### config.mk
export PLATFORM = sky130hd
export DESIGN_NAME = branch_unit_top
export DESIGN_NICKNAME = d
export VERILOG_FILES = /design/src/source/lc3b_branch_pkg.sv /design/src/source/lc3b_isa_pkg.sv /design/src/source/branch_controller.sv /design/src/source/branch_predictor.sv /design/src/source/branch_unit_top.sv /design/src/source/branch_waterfall_queue.sv
export SDC_FILE = /design/constraint.sdc
export NUM_CORES = 1
export LEC_CHECK = 0
export ABC_CLOCK_PERIOD_IN_PS = 3600
export BUFFER_PORTS_ARGS = -buffer_cell sky130_fd_sc_hd__buf_2
export CAP_MARGIN = 15
export CORE_ASPECT_RATIO = 0.9
export CORE_MARGIN = 4
export CORE_UTILIZATION = 55
export DETAILED_ROUTE_END_ITERATION = 10
export GPL_TIMING_DRIVEN = 0
export PLACE_DENSITY = 0.81
export SLEW_MARGIN = 20
export SYNTH_ARGS = -nofsm -noshare
export SYNTH_HDL_FRONTEND = slang
export SYNTH_SLANG_ARGS = --single-unit
### constraint.sdc
create_clock -name clk -period 3.6 [get_ports clk]
set_input_delay 0.36 -clock clk [delete_from_list [all_inputs] [get_ports clk]]
set_output_delay 0.36 -clock clk [all_outputs]
set_load 0.02 [all_outputs]
### src/source/lc3b_branch_pkg.sv
package lc3b_branch_pkg;

    // sources for the next fetch address.
    typedef enum logic [2:0] {
        pc_plus2,
        branch_target,
        redirect_target,
        mispredict_address,
        trap_vector
    } lc3b_pc_sel;

    // bit positions in the pipeline barrier flush mask.
    localparam int flush_if_id  = 0;
    localparam int flush_id_ex  = 1;
    localparam int flush_ex_mem = 2;
    localparam int flush_mem_wb = 3;

    // covers every BR that can sit between fetch and execute/memory.
    localparam int queue_depth       = 4;
    localparam int queue_ptr_width   = $clog2(queue_depth);
    localparam int queue_count_width = $clog2(queue_depth + 1);

    // weakly not taken.
    localparam logic [1:0] counter_reset = 2'b01;

endpackage : lc3b_branch_pkg

### src/source/lc3b_isa_pkg.sv
package lc3b_isa_pkg;

    localparam int word_width = 16;

    // opcode field of an instruction word.
    localparam int opcode_msb = 15;
    localparam int opcode_lsb = 12;

    // BR carries a nine-bit word offset in its low bits.
    localparam int br_offset_width = 9;

    typedef enum logic [3:0] {
        op_br   = 4'b0000,
        op_add  = 4'b0001,
        op_ldb  = 4'b0010,
        op_stb  = 4'b0011,
        op_jsr  = 4'b0100,
        op_and  = 4'b0101,
        op_ldr  = 4'b0110,
        op_str  = 4'b0111,
        op_rti  = 4'b1000,
        op_not  = 4'b1001,
        op_ldi  = 4'b1010,
        op_sti  = 4'b1011,
        op_jmp  = 4'b1100,
        op_shf  = 4'b1101,
        op_lea  = 4'b1110,
        op_trap = 4'b1111
    } lc3b_opcode;

endpackage : lc3b_isa_pkg

### src/source/branch_controller.sv
module branch_controller (
    input  logic clk,
    input  logic rst_n,

    input  logic                                fetch_valid,
    input  logic [lc3b_isa_pkg::word_width-1:0] fetch_pc,
    input  logic [lc3b_isa_pkg::word_width-1:0] fetch_ir,

    input  logic                                ex_mem_valid,
    input  lc3b_isa_pkg::lc3b_opcode            ex_mem_opcode,
    input  logic                                ex_mem_br_en,
    input  logic [lc3b_isa_pkg::word_width-1:0] ex_mem_target,

    input  logic                                mem_wb_valid,
    input  lc3b_isa_pkg::lc3b_opcode            mem_wb_opcode,
    input  logic [lc3b_isa_pkg::word_width-1:0] mem_wb_trap_vector,

    input  logic                                predict_taken,
    input  logic                                head_prediction,
    input  logic [lc3b_isa_pkg::word_width-1:0] head_recovery_address,
    input  logic                                empty,

    output logic                                push,
    output logic                                push_prediction,
    output logic [lc3b_isa_pkg::word_width-1:0] push_recovery_address,
    output logic                                pop,
    output logic                                clear,
    output logic                                train,
    output logic                                train_taken,

    output logic [lc3b_isa_pkg::word_width-1:0] pc_out,
    output logic [3:0]                          flush,
    output logic                                prediction_correct,
    output logic                                prediction_incorrect
);

    localparam int offset_pad = lc3b_isa_pkg::word_width - lc3b_isa_pkg::br_offset_width - 1;

    lc3b_isa_pkg::lc3b_opcode            fetch_opcode;
    logic                                fetch_br;
    logic                                ex_br;
    logic [lc3b_isa_pkg::word_width-1:0] fetch_pc_plus2;
    logic [lc3b_isa_pkg::word_width-1:0] br_offset;
    logic [lc3b_isa_pkg::word_width-1:0] fetch_branch_target;
    lc3b_branch_pkg::lc3b_pc_sel         pc_sel;

    assign fetch_opcode = lc3b_isa_pkg::lc3b_opcode'(
        fetch_ir[lc3b_isa_pkg::opcode_msb:lc3b_isa_pkg::opcode_lsb]);
    assign fetch_br = fetch_valid && fetch_opcode == lc3b_isa_pkg::op_br;
    assign ex_br    = ex_mem_valid && ex_mem_opcode == lc3b_isa_pkg::op_br;

    // word offset, sign extended and scaled to bytes.
    assign br_offset = {{offset_pad{fetch_ir[lc3b_isa_pkg::br_offset_width-1]}},
                        fetch_ir[lc3b_isa_pkg::br_offset_width-1:0], 1'b0};

    assign fetch_pc_plus2      = fetch_pc + 16'd2;
    assign fetch_branch_target = fetch_pc_plus2 + br_offset;

    // the queue keeps the path not taken at fetch.
    assign push_prediction       = predict_taken;
    assign push_recovery_address = predict_taken ? fetch_pc_plus2 : fetch_branch_target;

    assign pop         = ex_br;
    assign train       = ex_br;
    assign train_taken = ex_mem_br_en;

    // later checks override earlier ones, so the order below sets priority.
    always_comb begin
        pc_sel               = lc3b_branch_pkg::pc_plus2;
        flush                = '0;
        prediction_correct   = 1'b0;
        prediction_incorrect = 1'b0;

        if (fetch_br && predict_taken) begin
            pc_sel = lc3b_branch_pkg::branch_target;
        end

        if (ex_br) begin
            if (head_prediction == ex_mem_br_en) begin
                prediction_correct = 1'b1;
            end else begin
                prediction_incorrect = 1'b1;
                pc_sel = lc3b_branch_pkg::mispredict_address;
                flush[lc3b_branch_pkg::flush_if_id]  = 1'b1;
                flush[lc3b_branch_pkg::flush_id_ex]  = 1'b1;
                flush[lc3b_branch_pkg::flush_ex_mem] = 1'b1;
            end
        end

        if (ex_mem_valid && (ex_mem_opcode == lc3b_isa_pkg::op_jmp ||
                             ex_mem_opcode == lc3b_isa_pkg::op_jsr)) begin
            pc_sel = lc3b_branch_pkg::redirect_target;
            flush[lc3b_branch_pkg::flush_if_id]  = 1'b1;
            flush[lc3b_branch_pkg::flush_id_ex]  = 1'b1;
            flush[lc3b_branch_pkg::flush_ex_mem] = 1'b1;
        end

        // trap squashes younger work now and redirects from writeback.
        if (ex_mem_valid && ex_mem_opcode == lc3b_isa_pkg::op_trap) begin
            flush[lc3b_branch_pkg::flush_if_id]  = 1'b1;
            flush[lc3b_branch_pkg::flush_id_ex]  = 1'b1;
            flush[lc3b_branch_pkg::flush_ex_mem] = 1'b1;
        end

        if (mem_wb_valid && mem_wb_opcode == lc3b_isa_pkg::op_trap) begin
            pc_sel = lc3b_branch_pkg::trap_vector;
            flush[lc3b_branch_pkg::flush_if_id]  = 1'b1;
            flush[lc3b_branch_pkg::flush_id_ex]  = 1'b1;
            flush[lc3b_branch_pkg::flush_ex_mem] = 1'b1;
            flush[lc3b_branch_pkg::flush_mem_wb] = 1'b1;
        end
    end

    // a BR fetched under a flush is squashed, so it is never queued.
    assign push  = fetch_br && (flush == 4'b0000);
    assign clear = |flush;

    always_comb begin
        case (pc_sel)
            lc3b_branch_pkg::branch_target:      pc_out = fetch_branch_target;
            lc3b_branch_pkg::redirect_target:    pc_out = ex_mem_target;
            lc3b_branch_pkg::mispredict_address: pc_out = head_recovery_address;
            lc3b_branch_pkg::trap_vector:        pc_out = mem_wb_trap_vector;
            default:                             pc_out = fetch_pc_plus2;
        endcase
    end

    a_one_verdict : assert property (@(posedge clk) disable iff (!rst_n)
        !(prediction_correct && prediction_incorrect))
        else $error("both prediction verdicts set");

    // each resolving BR must have been queued at fetch.
    a_br_has_entry : assert property (@(posedge clk) disable iff (!rst_n)
        ex_br |-> !empty)
        else $error("BR at execute/memory with no queued prediction");

endmodule : branch_controller

### src/source/branch_predictor.sv
module branch_predictor (
    input  logic clk,
    input  logic rst_n,

    input  logic train,
    input  logic train_taken,

    output logic predict_taken
);

    logic [1:0] counter;

    // one global counter shared by every BR.
    always_ff @(posedge clk or negedge rst_n) begin
        if (!rst_n) begin
            counter <= lc3b_branch_pkg::counter_reset;
        end else if (train) begin
            if (train_taken && counter != 2'b11) begin
                counter <= counter + 2'd1;
            end else if (!train_taken && counter != 2'b00) begin
                counter <= counter - 2'd1;
            end
        end
    end

    // upper bit set means strongly or weakly taken.
    assign predict_taken = counter[1];

endmodule : branch_predictor

### src/source/branch_unit_top.sv
module branch_unit_top (
    input  logic clk,
    input  logic rst_n,

    input  logic                                fetch_valid,
    input  logic [lc3b_isa_pkg::word_width-1:0] fetch_pc,
    input  logic [lc3b_isa_pkg::word_width-1:0] fetch_ir,

    input  logic                                ex_mem_valid,
    input  lc3b_isa_pkg::lc3b_opcode            ex_mem_opcode,
    input  logic                                ex_mem_br_en,
    input  logic [lc3b_isa_pkg::word_width-1:0] ex_mem_target,

    input  logic                                mem_wb_valid,
    input  lc3b_isa_pkg::lc3b_opcode            mem_wb_opcode,
    input  logic [lc3b_isa_pkg::word_width-1:0] mem_wb_trap_vector,

    output logic [lc3b_isa_pkg::word_width-1:0] pc_out,
    output logic [3:0]                          flush,
    output logic                                prediction_correct,
    output logic                                prediction_incorrect
);

    logic                                predict_taken;
    logic                                train;
    logic                                train_taken;
    logic                                push;
    logic                                push_prediction;
    logic [lc3b_isa_pkg::word_width-1:0] push_recovery_address;
    logic                                pop;
    logic                                clear;
    logic                                head_prediction;
    logic [lc3b_isa_pkg::word_width-1:0] head_recovery_address;
    logic                                empty;

    branch_predictor i_branch_predictor (
        .clk,
        .rst_n,
        .train,
        .train_taken,
        .predict_taken
    );

    branch_waterfall_queue i_branch_waterfall_queue (
        .clk,
        .rst_n,
        .push,
        .push_prediction,
        .push_recovery_address,
        .pop,
        .clear,
        .head_prediction,
        .head_recovery_address,
        .empty
    );

    branch_controller i_branch_controller (
        .clk,
        .rst_n,
        .fetch_valid,
        .fetch_pc,
        .fetch_ir,
        .ex_mem_valid,
        .ex_mem_opcode,
        .ex_mem_br_en,
        .ex_mem_target,
        .mem_wb_valid,
        .mem_wb_opcode,
        .mem_wb_trap_vector,
        .predict_taken,
        .head_prediction,
        .head_recovery_address,
        .empty,
        .push,
        .push_prediction,
        .push_recovery_address,
        .pop,
        .clear,
        .train,
        .train_taken,
        .pc_out,
        .flush,
        .prediction_correct,
        .prediction_incorrect
    );

endmodule : branch_unit_top

### src/source/branch_waterfall_queue.sv
module branch_waterfall_queue (
    input  logic clk,
    input  logic rst_n,

    input  logic                                push,
    input  logic                                push_prediction,
    input  logic [lc3b_isa_pkg::word_width-1:0] push_recovery_address,
    input  logic                                pop,
    input  logic                                clear,

    output logic                                head_prediction,
    output logic [lc3b_isa_pkg::word_width-1:0] head_recovery_address,
    output logic                                empty
);

    logic                                prediction_mem [lc3b_branch_pkg::queue_depth];
    logic [lc3b_isa_pkg::word_width-1:0] address_mem [lc3b_branch_pkg::queue_depth];

    logic [lc3b_branch_pkg::queue_ptr_width-1:0]   rd_ptr;
    logic [lc3b_branch_pkg::queue_ptr_width-1:0]   wr_ptr;
    logic [lc3b_branch_pkg::queue_count_width-1:0] count;
    logic                                          full;

    function automatic logic [lc3b_branch_pkg::queue_ptr_width-1:0] next_ptr(
        input logic [lc3b_branch_pkg::queue_ptr_width-1:0] ptr
    );
        if (int'(ptr) == lc3b_branch_pkg::queue_depth - 1) begin
            return '0;
        end
        return ptr + 1'b1;
    endfunction

    always_ff @(posedge clk or negedge rst_n) begin
        if (!rst_n) begin
            rd_ptr <= '0;
            wr_ptr <= '0;
            count  <= '0;
        end else if (clear) begin
            // a flush drops every outstanding prediction, including this cycle's.
            rd_ptr <= '0;
            wr_ptr <= '0;
            count  <= '0;
        end else begin
            if (push) begin
                wr_ptr <= next_ptr(wr_ptr);
            end
            if (pop) begin
                rd_ptr <= next_ptr(rd_ptr);
            end
            case ({push, pop})
                2'b10:   count <= count + 1'b1;
                2'b01:   count <= count - 1'b1;
                default: count <= count;
            endcase
        end
    end

    always_ff @(posedge clk) begin
        if (push && !clear) begin
            prediction_mem[wr_ptr] <= push_prediction;
            address_mem[wr_ptr]    <= push_recovery_address;
        end
    end

    // show-ahead head entry.
    assign head_prediction       = prediction_mem[rd_ptr];
    assign head_recovery_address = address_mem[rd_ptr];

    assign empty = (count == '0);
    assign full  = (int'(count) == lc3b_branch_pkg::queue_depth);

    a_no_overflow : assert property (@(posedge clk) disable iff (!rst_n)
        !(push && full && !pop && !clear))
        else $error("branch queue push while full");

    a_no_underflow : assert property (@(posedge clk) disable iff (!rst_n)
        !(pop && empty))
        else $error("branch queue pop while empty");

endmodule : branch_waterfall_queue

==> summary.md <==
| Metric | Value |
|---|---|
| Worst Hold Class | `in -> reg` |
| Layout cells sized above 1 | `between 30% and 40%` |
| Post-layout power | `2.14 mW` |
| Placer Congestion | `just over 1` |
| Status | `complete, no violations` |
| Cts bufs inserted | `9` |
| Post-route DRC | `0` |
| Area growth syn-to-layout | `19.7%` |
| GRT Residual Overflow | `0` |
| Via count of the first global-routing pass | `3861` |
| Syn avg cell area | `11.6 um2` |
| Initial core utilization | `57.4%` |
| Die area | `0.0100 mm2` |
| Layout net count | `613` |
| Dpl cell area | `0.00528 mm2` |
| CTS root buffer | `clkbuf_8` |
| Max Buffers Root-to-Sink | `2` |
| Design area | `0.00559 mm2` |
| Slew Limit Fails | `0` |
| Crit path DAT | `about 3.1 ns` |
| Gr usage total | `26.2%` |
| FFs w/ async S/R, synth | `around 8.1%` |
| Post-synthesis net count | `505` |
| DR pass1 iterations | `7` |
| RSZ-0062 raised after global routing | `no` |
| IO Port Bufs | `96` |
| Io pins | `100` |
| Predominant post-synthesis flop cell | `edfxtp_1` |
| Critical path required time | `3.24 ns` |
| Post-Syn Instances | `403` |
| Kind of critical path | `reg -> out` |
| Fill cells | `~570` |
| Rel. slew slack | `30.3%` |
| Leakage power | `2.20 nW` |
| Antenna-violating nets left | `0` |
| Placed wire-length estimate | `between 9000 and 10000 um` |
| Worst vdd ir | `0.000429 V` |
| Syn. warnings | `0` |
| Fin Hold WS | `between 0.2 and 0.25 ns` |
| Register area share after synthesis | `46.9%` |
| Yosys cell types | `57` |
| Setup TNS | `0 ns` |
| Final period demand of the worst path | `3.49 ns` |
| Post-Route WL | `between 10000 and 15000 um` |
| Worst-path maximum fanout | `10` |
| CTS sink cnt | `74` |
| Worst-Skew Late Latency | `between 0.3 and 0.4 ns` |
| Mapped Area | `0.00467 mm2` |
| Largest net degree at the start of global routing | `18` |
| First-pass GRT wire length | `19900 um` |
| Skew final | `slightly below 0.008 ns` |
| Cell area power density | `382 mW/mm2` |
| Period utilization | `around 97%` |
| DR WL/cell | `between 20 and 25 um` |
| Chip width | `105 um` |
| Slew at the pin closest to its max-slew limit | `1.04 ns` |
| Largest area contributor in the netlist | `edfxtp_1` |
| Post-synth EDFFs | `68` |
| Share of the synthesized area in the top cell type | `43.7%` |
| Initial antenna violation count | `0` |
| Ranking of synthesized cells by area | `edfxtp_1 (44%), mux4_2 (8.2%), ha_1 (6.2%), o21ai_0 (2.9%), dfrtp_1 (2.7%)` |
| Hold violation total from the final report | `0` |
| Die height | `approximately 95 um` |
| FMAX | `0.286 GHz` |
| Site row count | `31` |
| Fin util | `68.7%` |
| CTS tree | `yes` |
| Violation count after the first detailed-routing iteration | `between 400 and 500` |
| Core Box Area | `0.00815 mm2` |
| Total of max-cap violations | `0` |
| Post-synthesis register bit count | `74` |
| Startpoint types | `flip-flop` |
| Antenna cells | `0` |
| H-tree Lvls | `3` |
| DR vias | `3986` |
| Final setup vio count | `0` |
| Crit. End Element | `primary output` |
| Clock-pin slew on the worst setup and hold paths | `0.08 ns` |
| Drt via density | `6.48` |
final timing paths:
path / to / start / cells after the start / slack (ns)
worst max-delay path: pc_out[15] / i_branch_waterfall_queue.rd_ptr[0] / 8 / 0.11
worst min-delay path: i_branch_waterfall_queue.address_mem[3][0] / fetch_pc[0] / 1 / 0.24
worst max register to register: i_branch_waterfall_queue.address_mem[0][13] / i_branch_waterfall_queue.rd_ptr[0] / 7 / 0.35
worst min register to register: i_branch_waterfall_queue.prediction_mem[3] / i_branch_predictor.counter[1] / 0 / 0.59
max in group asynchronous: i_branch_predictor.counter[0] / rst_n / 2 / 3.03
min in group asynchronous: i_branch_waterfall_queue.rd_ptr[0] / rst_n / 2 / 0.35
report_power, final:
group,leakage (nW),switching [mW],internal (mW),total (mW)
combinational,1.41,0.283,0.204,0.487
sequential,0.683,0.00477,0.948,0.953
clock,0.111,0.309,0.389,0.697
total,2.20,0.597,1.54,2.14
per-layer routing:
metal  wire length (um)  GRT usage, %  part of all wire (%)  up-vias
met5                  0             0                     0        -
met4                301          6.89                   2.3        0
met3               1470          8.06                    11       36
met2               5930          42.3                    46      264
met1               5120          34.8                    40     1906
li1                   -             -                     -     1780
synthesized netlist by cell type, drive strengths merged (7+ instances only):
master / number
buf: 8
ha: 23
clkbuf: 13
nor3: 7
xor2: 12
inv: 16
a21oi: 22
mux4: 17
nand3: 13
nor2: 33
a21o: 7
o221ai: 9
edfxtp: 68
o21ai: 29
a221oi: 9
nand2: 31
xnor2: 13
area by class of cell:
class / count / area (um2) / share of cell area (%)
Buffer: 19 / 109 / 1.95
Clock buffer: 9 / 124 / 2.21
Multi-Input combinational cell: 292 / 2380 / 42.5
Tap cell: 99 / 124 / 2.21
Inverter: 16 / 65.1 / 1.16
Timing Repair Buffer: 99 / 508 / 9.08
Sequential cell: 74 / 2190 / 39.2
Clock inverter: 7 / 91.3 / 1.63
timing repair:
item | 4_1_cts | 5_1_grt
buffers inserted | 2 | 0
endpoints found under the setup margin | 7 | 7
pin swaps | 1 | 1
endpoints found under the hold margin | 5 | 0
hold buffers | 1 | 0
gates resized for setup | 4 | 17
through the flow:
stage | instances | worst slack (ns)
after detailed placement | 598 | -0.190
after CTS | 616 | 0.0370
final | 615 | 0.108
after global routing | 615 | 0.0111
after global placement | 598 | -0.166
after floorplan | 403 | 0.460
state kept, by name, summed over array words and instances, names as in the netlist:
name / count
i_branch_waterfall_queue.address_mem: 64
i_branch_waterfall_queue.wr_ptr: 2
i_branch_waterfall_queue.prediction_mem: 4
i_branch_waterfall_queue.rd_ptr: 2
i_branch_predictor.counter: 2
cells in the final DEF (no fill, tap or decap), types with 13 or more instances in the layout:
| cell type | n |
|---|---|
| o21ai_0 | 22 |
| mux4_2 | 17 |
| ha_1 | 21 |
| a21oi_1 | 20 |
| buf_2 | 97 |
| nand3_1 | 13 |
| nor2_1 | 33 |
| edfxtp_1 | 68 |
| nand2_1 | 30 |
| inv_1 | 15 |
critical path, stage by stage (launching register included):
cell and delay [ns]:
dfrtp_1 0.37, buf_6 0.20, mux4_2 0.58, xnor2_4 0.20, nand2_4 0.14, nand4_1 0.52
a211o_1 0.48, nand3_1 0.10, buf_2 0.17
kinds of logic (layout without fill, tap and decap cells):
| logic type | Yosys count | in the layout | synth area share [%] |
|---|---|---|---|
| flip-flops | 74 | 74 | 46.9 |
| multiplexers | 27 | 27 | 10.5 |
| AND/OR/NAND/NOR | 114 | 114 | 12.2 |
| XOR/XNOR | 25 | 25 | 5.09 |
| AO/OA/AOI/OAI | 102 | 102 | 14.9 |
| buffers and inverters | 37 | 150 | 3.86 |
| adder cells (fa/ha/maj) | 24 | 24 | 6.59 |
Note: power is estimated with default switching activity, not from simulation.
